==> src/rcfg_table.hex <==
// PCS reconfiguration table, eight rows per mode slot, 26-bit words
// columns: addr (3 hex digits) mask (2) data (2); 3FFFFFF ends a list
// slot 0, auto-negotiation
0800F05
081C040
0820301
3FFFFFF
3FFFFFF
3FFFFFF
3FFFFFF
3FFFFFF
// slot 1, link training, 0C0 written twice
0C0FF3C
0C10101
0C2F0A0
0C00F09
3FFFFFF
3FFFFFF
3FFFFFF
3FFFFFF
// slot 2, 10GBASE-R, full list
1003F15
1018080
1020702
1031010
104FFC3
105E060
1014000
3FFFFFF
// slot 3, GigE
2000F0A
2013C14
202FF55
203C381
2000F01
3FFFFFF
3FFFFFF
3FFFFFF
// slot 4, 10G with FEC
1003F2A
1021C0C
2A0FF11
2A10F0F
2A2F000
2A3FF7E
2A03300
3FFFFFF

==> src/rcfg_pkg.sv <==
/*
  Reconfiguration side definitions for the PCS reconfiguration engine.
  Holds the one-hot mode encoding, the table geometry and the layout of
  one table entry. Import into any block that walks or decodes the table.
*/

package rcfg_pkg;

  // one-hot mode word, one bit per PCS mode
  localparam int pcs_mode_w    = 6;
  localparam int mode_an       = 0;
  localparam int mode_lt       = 1;
  localparam int mode_teng     = 2;
  localparam int mode_gige     = 3;
  localparam int mode_xaui     = 4;
  localparam int mode_fec_teng = 5;

  // table geometry
  localparam int num_slots     = 5;
  localparam int rows_per_slot = 8;
  localparam int row_idx_w     = 3;
  localparam int slot_idx_w    = 3;

  // entry fields, address on top, data at the bottom
  localparam int entry_addr_w = 10;
  localparam int entry_mask_w = 8;
  localparam int entry_data_w = 8;
  localparam int entry_w      = entry_addr_w + entry_mask_w + entry_data_w;

  typedef struct packed {
    logic [entry_addr_w-1:0] addr;
    logic [entry_mask_w-1:0] mask;
    logic [entry_data_w-1:0] data;
  } rcfg_entry_t;

  // list terminator, all fields ones
  localparam rcfg_entry_t entry_end = '1;

  localparam string table_file = "/design/src/rcfg_table.hex";

endpackage

==> src/dprio_pkg.sv <==
/*
  DPRIO bus side definitions: register port widths and the status word
  returned on the done channel after a reconfiguration run.
*/

package dprio_pkg;

  localparam int dprio_addr_w = 10;
  localparam int dprio_data_w = 8;

  // enough for seven writes per run
  localparam int count_w = 4;

  // error flag on top, write count below
  typedef struct packed {
    logic               error;
    logic [count_w-1:0] count;
  } done_status_t;

endpackage

==> src/rmw_if.sv <==
/*
  Command channel between the table sequencer and the read-modify-write
  engine. One table entry per transfer, cmd_done pulses once per entry.
*/

`timescale 1ns/1ps

interface rmw_if import rcfg_pkg::*; ();

  logic        cmd_valid;
  logic        cmd_ready;
  rcfg_entry_t cmd;
  // one cycle per finished entry
  logic        cmd_done;

  modport seq (
    output cmd_valid,
    output cmd,
    input  cmd_ready,
    input  cmd_done
  );

  modport eng (
    input  cmd_valid,
    input  cmd,
    output cmd_ready,
    output cmd_done
  );

endinterface

==> src/dprio_if.sv <==
/*
  DPRIO master bus bundle. The engine drives it through the master
  modport; the top level only takes it out to plain ports.
*/

`timescale 1ns/1ps

interface dprio_if import dprio_pkg::*; ();

  logic [dprio_addr_w-1:0] address;
  logic                    read;
  logic                    write;
  logic [dprio_data_w-1:0] writedata;
  logic [dprio_data_w-1:0] readdata;
  // stretches the current access while high
  logic                    waitrequest;

  modport master (
    output address,
    output read,
    output write,
    output writedata,
    input  readdata,
    input  waitrequest
  );

  modport port (
    input  address,
    input  read,
    input  write,
    input  writedata,
    output readdata,
    output waitrequest
  );

endinterface

==> src/rcfg_data_table.sv <==
/*
  Constant PCS reconfiguration table. Rows are loaded once from the data
  file, eight per mode slot. The one-hot mode picks the slot, the row
  index picks the entry; lookup is purely combinational.
*/

`timescale 1ns/1ps

module rcfg_data_table import rcfg_pkg::*; (
  input  logic [row_idx_w-1:0]  row,
  input  logic [pcs_mode_w-1:0] mode,
  output rcfg_entry_t           entry,
  output logic                  hit
);

  logic [entry_w-1:0]              rom [num_slots*rows_per_slot];
  logic [slot_idx_w-1:0]           slot;
  logic [slot_idx_w+row_idx_w-1:0] rom_idx;

  initial begin
    $readmemh(table_file, rom);
  end

  // ====================
  // mode to slot
  // ====================
  always_comb begin
    slot = '0;
    hit  = 1'b0;
    if ($onehot(mode)) begin
      hit = 1'b1;
      if (mode[mode_an]) begin
        slot = slot_idx_w'(0);
      end else if (mode[mode_lt]) begin
        slot = slot_idx_w'(1);
      end else if (mode[mode_teng]) begin
        slot = slot_idx_w'(2);
      end else if (mode[mode_gige]) begin
        slot = slot_idx_w'(3);
      end else if (mode[mode_fec_teng]) begin
        slot = slot_idx_w'(4);
      end else if (mode[mode_xaui]) begin
        // xaui has no table
        hit = 1'b0;
      end
    end
  end

  // slot selects a block of eight rows
  assign rom_idx = {slot, row};
  assign entry   = rcfg_entry_t'(rom[rom_idx]);

endmodule

==> src/rcfg_sequencer.sv <==
/*
  Walks the entry list of the requested PCS mode and feeds the entries to
  the read-modify-write engine, keeping one entry staged ahead. Stops at
  the terminator or after the last row and reports the write count.
*/

`timescale 1ns/1ps

module rcfg_sequencer import rcfg_pkg::*, dprio_pkg::*; (
  input  logic                  clk,
  input  logic                  rst,
  input  logic                  req_valid,
  input  logic [pcs_mode_w-1:0] req_mode,
  output logic                  req_ready,
  output logic                  done_valid,
  output done_status_t          done_status,
  input  logic                  done_ready,
  output logic [row_idx_w-1:0]  tbl_row,
  output logic [pcs_mode_w-1:0] tbl_mode,
  input  rcfg_entry_t           tbl_entry,
  input  logic                  tbl_hit,
  rmw_if.seq                    rmw
);

  typedef enum logic [2:0] {
    st_idle,
    st_fetch,
    st_run,
    st_drain,
    st_done
  } seq_state_t;

  seq_state_t            state;
  logic [pcs_mode_w-1:0] mode_q;
  logic [row_idx_w-1:0]  row_q;
  logic                  row_last_q;
  rcfg_entry_t           cmd_q;
  logic                  cmd_valid_q;
  logic [count_w-1:0]    count_q;
  logic                  error_q;
  logic                  handoff;
  logic                  stage_stop;

  // engine takes the staged entry
  assign handoff    = cmd_valid_q & rmw.cmd_ready;
  // nothing left to stage behind the current one
  assign stage_stop = row_last_q | (tbl_entry == entry_end);

  assign req_ready     = (state == st_idle);
  assign done_valid    = (state == st_done);
  assign done_status   = '{error: error_q, count: count_q};
  assign tbl_row       = row_q;
  assign tbl_mode      = mode_q;
  assign rmw.cmd_valid = cmd_valid_q;
  assign rmw.cmd       = cmd_q;

  // ====================
  // control FSM
  // ====================
  always_ff @(posedge clk) begin
    if (rst) begin
      state       <= st_idle;
      row_q       <= '0;
      row_last_q  <= 1'b0;
      cmd_valid_q <= 1'b0;
    end else begin
      case (state)
        st_idle: begin
          if (req_valid) begin
            row_q      <= '0;
            row_last_q <= 1'b0;
            state      <= st_fetch;
          end
        end
        st_fetch: begin
          // miss or empty list, report right away
          if (!tbl_hit || tbl_entry == entry_end) begin
            state <= st_done;
          end else begin
            cmd_valid_q <= 1'b1;
            row_q       <= row_q + 1'b1;
            state       <= st_run;
          end
        end
        st_run: begin
          if (handoff) begin
            if (stage_stop) begin
              cmd_valid_q <= 1'b0;
              state       <= st_drain;
            end else begin
              row_q      <= row_q + 1'b1;
              row_last_q <= (row_q == row_idx_w'(rows_per_slot - 1));
            end
          end
        end
        st_drain: begin
          // last entry still in the engine
          if (rmw.cmd_done) begin
            state <= st_done;
          end
        end
        st_done: begin
          if (done_ready) begin
            state <= st_idle;
          end
        end
        default: state <= st_idle;
      endcase
    end
  end

  // ====================
  // mode, staged entry, status
  // ====================
  always_ff @(posedge clk) begin
    if (state == st_idle && req_valid) begin
      mode_q  <= req_mode;
      count_q <= '0;
      error_q <= 1'b0;
    end
    if (state == st_fetch) begin
      error_q <= ~tbl_hit;
      cmd_q   <= tbl_entry;
    end
    if (state == st_run && handoff && !stage_stop) begin
      cmd_q <= tbl_entry;
    end
    if (rmw.cmd_done) begin
      count_q <= count_q + 1'b1;
    end
  end

endmodule

==> src/dprio_rmw.sv <==
/*
  Masked read-modify-write engine on the DPRIO master port. Per command it
  reads the register, merges the masked data bits in, writes the result
  back and pulses cmd_done. Accesses hold as long as waitrequest is high.
*/

`timescale 1ns/1ps

module dprio_rmw import rcfg_pkg::*, dprio_pkg::*; (
  input  logic   clk,
  input  logic   rst,
  rmw_if.eng     rmw,
  dprio_if.master bus
);

  typedef enum logic [1:0] {
    eng_idle,
    eng_read,
    eng_write
  } eng_state_t;

  eng_state_t              state;
  rcfg_entry_t             cmd_q;
  logic [dprio_data_w-1:0] merged;
  logic [dprio_data_w-1:0] merge_q;
  logic                    done_q;

  // keep unmasked read bits, take masked bits from the entry
  assign merged = (bus.readdata & ~cmd_q.mask) | (cmd_q.data & cmd_q.mask);

  assign rmw.cmd_ready = (state == eng_idle);
  assign rmw.cmd_done  = done_q;

  // strobes follow the state, address from the held command
  assign bus.read      = (state == eng_read);
  assign bus.write     = (state == eng_write);
  assign bus.address   = dprio_addr_w'(cmd_q.addr);
  assign bus.writedata = merge_q;

  // ====================
  // access sequencing
  // ====================
  always_ff @(posedge clk) begin
    if (rst) begin
      state  <= eng_idle;
      done_q <= 1'b0;
    end else begin
      done_q <= 1'b0;
      case (state)
        eng_idle: begin
          if (rmw.cmd_valid) begin
            state <= eng_read;
          end
        end
        eng_read: begin
          if (!bus.waitrequest) begin
            state <= eng_write;
          end
        end
        eng_write: begin
          if (!bus.waitrequest) begin
            state  <= eng_idle;
            done_q <= 1'b1;
          end
        end
        default: state <= eng_idle;
      endcase
    end
  end

  // command and merged value
  always_ff @(posedge clk) begin
    if (state == eng_idle && rmw.cmd_valid) begin
      cmd_q <= rmw.cmd;
    end
    // read data valid in the accepting cycle
    if (state == eng_read && !bus.waitrequest) begin
      merge_q <= merged;
    end
  end

endmodule

==> src/pcs_reconfig_top.sv <==
/*
  PCS reconfiguration engine top level. Ties the sequencer, the constant
  table and the DPRIO read-modify-write engine together and brings the
  request, done and DPRIO channels out as plain ports.
*/

`timescale 1ns/1ps

module pcs_reconfig_top import rcfg_pkg::*, dprio_pkg::*; (
  input  logic                    clk,
  input  logic                    rst,
  // request channel
  input  logic                    req_valid,
  input  logic [pcs_mode_w-1:0]   req_mode,
  output logic                    req_ready,
  // done channel
  output logic                    done_valid,
  output logic                    done_error,
  output logic [count_w-1:0]      done_count,
  input  logic                    done_ready,
  // DPRIO master
  output logic [dprio_addr_w-1:0] dprio_address,
  output logic                    dprio_read,
  output logic                    dprio_write,
  output logic [dprio_data_w-1:0] dprio_writedata,
  input  logic [dprio_data_w-1:0] dprio_readdata,
  input  logic                    dprio_waitrequest
);

  logic [row_idx_w-1:0]  tbl_row;
  logic [pcs_mode_w-1:0] tbl_mode;
  rcfg_entry_t           tbl_entry;
  logic                  tbl_hit;
  done_status_t          done_status;

  rmw_if   rmw ();
  dprio_if dprio_bus ();

  rcfg_sequencer u_seq (
    .clk         (clk),
    .rst         (rst),
    .req_valid   (req_valid),
    .req_mode    (req_mode),
    .req_ready   (req_ready),
    .done_valid  (done_valid),
    .done_status (done_status),
    .done_ready  (done_ready),
    .tbl_row     (tbl_row),
    .tbl_mode    (tbl_mode),
    .tbl_entry   (tbl_entry),
    .tbl_hit     (tbl_hit),
    .rmw         (rmw.seq)
  );

  rcfg_data_table u_table (
    .row   (tbl_row),
    .mode  (tbl_mode),
    .entry (tbl_entry),
    .hit   (tbl_hit)
  );

  dprio_rmw u_rmw (
    .clk (clk),
    .rst (rst),
    .rmw (rmw.eng),
    .bus (dprio_bus.master)
  );

  assign done_error = done_status.error;
  assign done_count = done_status.count;

  // ====================
  // DPRIO port side
  // ====================
  assign dprio_address         = dprio_bus.address;
  assign dprio_read            = dprio_bus.read;
  assign dprio_write           = dprio_bus.write;
  assign dprio_writedata       = dprio_bus.writedata;
  assign dprio_bus.readdata    = dprio_readdata;
  assign dprio_bus.waitrequest = dprio_waitrequest;

endmodule

==> config.mk <==
export PLATFORM = sky130hd
export DESIGN_NAME = pcs_reconfig_top
export DESIGN_NICKNAME = d
export VERILOG_FILES = /design/src/rcfg_pkg.sv /design/src/dprio_pkg.sv /design/src/rmw_if.sv /design/src/dprio_if.sv /design/src/rcfg_data_table.sv /design/src/rcfg_sequencer.sv /design/src/dprio_rmw.sv /design/src/pcs_reconfig_top.sv
export SDC_FILE = /design/constraint.sdc
export NUM_CORES = 1
export LEC_CHECK = 0
export BUFFER_PORTS_ARGS = -buffer_cell sky130_fd_sc_hd__buf_2
export CAP_MARGIN = 20
export CORE_MARGIN = 3
export CORE_UTILIZATION = 40
export CTS_CLUSTER_SIZE = 16
export DETAILED_ROUTE_END_ITERATION = 10
export GPL_TIMING_DRIVEN = 1
export MAX_ROUTING_LAYER = met4
export PLACE_DENSITY = 0.72
export SLEW_MARGIN = 20
export SYNTH_ARGS = -nofsm -noshare
export SYNTH_HDL_FRONTEND = slang
export SYNTH_SLANG_ARGS = --single-unit
==> constraint.sdc <==
create_clock -name clk -period 1.95 [get_ports clk]
set_input_delay 0.39 -clock clk [delete_from_list [all_inputs] [get_ports clk]]
set_output_delay 0.39 -clock clk [all_outputs]
set_load 0.02 [all_outputs]
==> summary.md <==
| Metric | Value |
|---|---|
| Worst Hold Path Cells | `1` |
| Kind of end point of the critical path | `flop` |
| Deepest clock path buffer count | `2` |
| Number of routed nets with antenna violations | `0` |
| Die boundary width | `57.4 µm` |
| Cell area after technology mapping | `1060 µm²` |
| Filler cell count | `218` |
| GRT Total Usage | `10.6%` |
| Average wire per standard cell | `11.4 µm` |
| Critical path class | `reg -> reg` |
| Standard cell core area | `2360 µm²` |
| CP dominant cell by count | `sky130_fd_sc_hd__ha_4` |
| Source-to-sink clock delay at the later pin of the worst-skew pair | `280 ps` |
| Seq cells post-synth | `18` |
| Final hold vios | `0` |
| CTS buffer count | `3` |
| Quantity of hold-fixing buffers added after cts | `0` |
| Violated checks | `negative setup slack` |
| Placed cells | `139` |
| Number of nets in the layout | `145` |
| Critical Path Fanout Max | `2` |
| Layout cell share with drive strength beyond 1 | `36.8%` |
| Largest net degree at the start of global routing | `11` |
| Area of the die | `3290 µm²` |
| Final setup viols | `1` |
| Count of pins over their slew limit | `0` |
| Area of all sequential standard cells | `470 µm²` |
| Setup Skew | `0.853 ps` |
| Startpoint kind of the worst setup timing path | `flop` |
| Summed negative setup slack over all endpoints | `-156 ps` |
| Initial Utilization | `44.7%` |
| Outcome | `complete, but fails checks` |
| Worst stage delay on the critical path | `570 ps` |
| WP data required | `1980 ps` |
| Data arrival at the endpoint of the critical path | `2140 ps` |
| Maximum resistive drop on vdd | `0.000418 V` |
| Final Critical Period | `2110 ps` |
| FMAX | `0.475 GHz` |
| Period utilization | `108%` |
| IO Port Bufs | `19` |
| Root Driver | `sky130_fd_sc_hd__clkbuf_4` |
| Top library cells by usage in the layout, fill and taps aside | `sky130_fd_sc_hd__buf_2 (19), sky130_fd_sc_hd__conb_1 (18), sky130_fd_sc_hd__edfxtp_1 (11)` |
| H-tree depth reported by CTS | `1` |
| Buf/Inv on CP | `0` |
| Most common library cell in the layout ignoring fill and taps | `sky130_fd_sc_hd__buf_2` |
| Row count | `17` |
| Vertical die dimension | `57.4 µm` |
| Number of diodes added for antenna fixing | `0` |
| Count of clock tree sinks | `18` |
| Number of antenna violations at the first check in global routing | `0` |
| Global-route wire length before repair | `2680 µm` |
| Area of the multi-input gates | `537 µm²` |
| Detailed-router iteration count before antenna repair | `2` |
| Clock-pin slew on the worst setup and hold paths | `90 ps` |
| Via count | `649` |
| Number of warning messages in the yosys log | `0` |
| Setup WS pre-CTS | `-188 ps` |
| Worst Hold Class | `in -> reg` |
| Mean area per synthesized cell | `11.6 µm²` |
| Worst setup slack after layout | `-156 ps` |
| Number of library cell types mapped by synthesis | `33` |
| Number of top-level pins | `46` |
| Detail Placement HPWL | `1300 µm` |
| Vias per inst | `4.48` |
| Layout area overhead | `16.9%` |
| Reg2reg path depth | `5` |
| Max_cap viols | `0` |
| Clock tree from TritonCTS | `built` |
| Final Instance Count excl. Fillers | `145` |
| Post-synthesis cell count | `91` |
| Unrepaired setup endpoints after global routing | `yes` |
| Cell Chain, Critical Path | `ha_4, fa_1, ha_4, a2111oi_4, nor4b_2` |
| Via count of the first global-routing pass | `614` |
| Instance count on the critical path | `5` |
| Crit path max-delay family | `adder cells` |
| Max stage delay cell, worst path | `sky130_fd_sc_hd__fa_1` |
| Final global-route overflow total | `0` |
| DRC violation total after the first TritonRoute iteration | `4` |
| # DRC | `0` |
| Pwr/cell area | `672 nW/µm²` |
| Global placement routability congestion | `0.717` |
| Overall routed net length | `1650 µm` |
| Lkg Pwr | `0.531 nW` |
| Fraction of the yosys area taken by sequential cells | `44.5%` |
==> report_power, final <==
| group | internal [mW] | total (mW) | switching [mW] |
|---|---|---|---|
| Sequential | 0.425 | 0.444 | 0.0186 |
| Clock | 0.0743 | 0.178 | 0.104 |
| Combinational | 0.0913 | 0.208 | 0.116 |
| Total | 0.591 | 0.830 | 0.239 |
==> worst reg2reg max path, stage by stage (launching register included) <==
cell and delay (ps):
sky130_fd_sc_hd__edfxtp_1 450, sky130_fd_sc_hd__ha_4 200, sky130_fd_sc_hd__fa_1 570, sky130_fd_sc_hd__ha_4 220
sky130_fd_sc_hd__a2111oi_4 340, sky130_fd_sc_hd__nor4b_2 80
==> metal layers <==
metal	up-vias	wire length (µm)	track usage [%]
met4	0	10	2.98
li1	328	-	-
met2	20	861	17.3
met3	2	110	3.85
met5	-	0	-
met1	299	670	12.3
==> cell usage after synthesis, drive strengths merged <==
library cell   n  area, µm²
nand3          1       5.00
nor2b          3       18.8
or2            1       6.26
nor2           6       22.5
ha             6       75.1
and2           4       27.5
a32oi          1       8.76
mux2i          2       20.0
nand2          1       3.75
edfxtp        11        330
fa             2       40.0
a2111oi        1       15.0
nor4b          1       15.0
nand4b         1       8.76
conb           1       3.75
nor3           3       20.0
o311a          1       10.0
o31ai          1       12.5
a21oi          1       5.00
nor4           1       21.3
a311oi         1       8.76
o21ai          1       5.00
nand2b         1       6.26
nor3b          2       20.0
buf           20        154
xnor2          1       8.76
xor2           2       17.5
dfxtp          7        140
inv            7       26.3
==> metrics by stage <==
| stage | util, % | total power, mW | hold WS (ps) | area [µm²] |
|---|---|---|---|---|
| 2_1_floorplan | - | 0.604 | 433 | 1150 |
| 3_3_place_gp | 48.9 | 0.615 | 459 | 1150 |
| 3_5_place_dp | 48.9 | 0.624 | 465 | 1150 |
| 4_1_cts | 50.6 | 0.826 | 261 | 1190 |
| 5_1_grt | 52.3 | 0.885 | 251 | 1230 |
| 6_report | 52.3 | 0.830 | 277 | 1230 |
==> flip-flops by register name (all words and copies together), names as in the netlist <==
signal,cells
u_seq.state,3
u_seq.error_q,1
u_rmw.state,2
u_rmw.rmw.cmd_done,1
u_seq.rmw.cmd_valid,1
u_seq.tbl_mode,6
u_seq.count_q,4
==> final timing paths <==
check,from,end,slack [ps]
worst max-delay path,u_seq.tbl_mode[0],u_seq.error_q,-160
worst min-delay path,req_mode[5],u_seq.tbl_mode[5],280
worst max register to register,u_seq.tbl_mode[0],u_seq.error_q,-160
worst min register to register,u_seq.rmw.cmd_valid,u_seq.rmw.cmd_valid,490
==> cell type report <==
type / instances / area share, %
Sequential cell: 18 / 38.1
Multi-Input combinational cell: 63 / 43.5
Clock buffer: 3 / 1.82
Inverter: 7 / 2.13
Clock inverter: 1 / 0.304
Tap cell: 28 / 2.84
Timing Repair Buffer: 25 / 11.3
==> repair_timing <==
action	CTS	global route
setup endpoints to repair	1	1
gates resized for setup	2	2
pin swaps	0	5
gates cloned	0	0
buffers inserted	0	2
==> kinds of logic (layout without fill, tap and decap cells) <==
group | after synthesis | after routing | synth area share (%)
adder cells (fa/ha/maj) | 8 | 8 | 10.9
other | 1 | 18 | 0.355
multiplexers | 2 | 2 | 1.90
flip-flops | 18 | 18 | 44.5
AO/OA/AOI/OAI | 7 | 7 | 6.16
XOR/XNOR | 3 | 3 | 2.49
buffers and inverters | 27 | 36 | 17.1
AND/OR/NAND/NOR | 25 | 25 | 16.6
No activity file was read; power rests on OpenSTA's default activity.
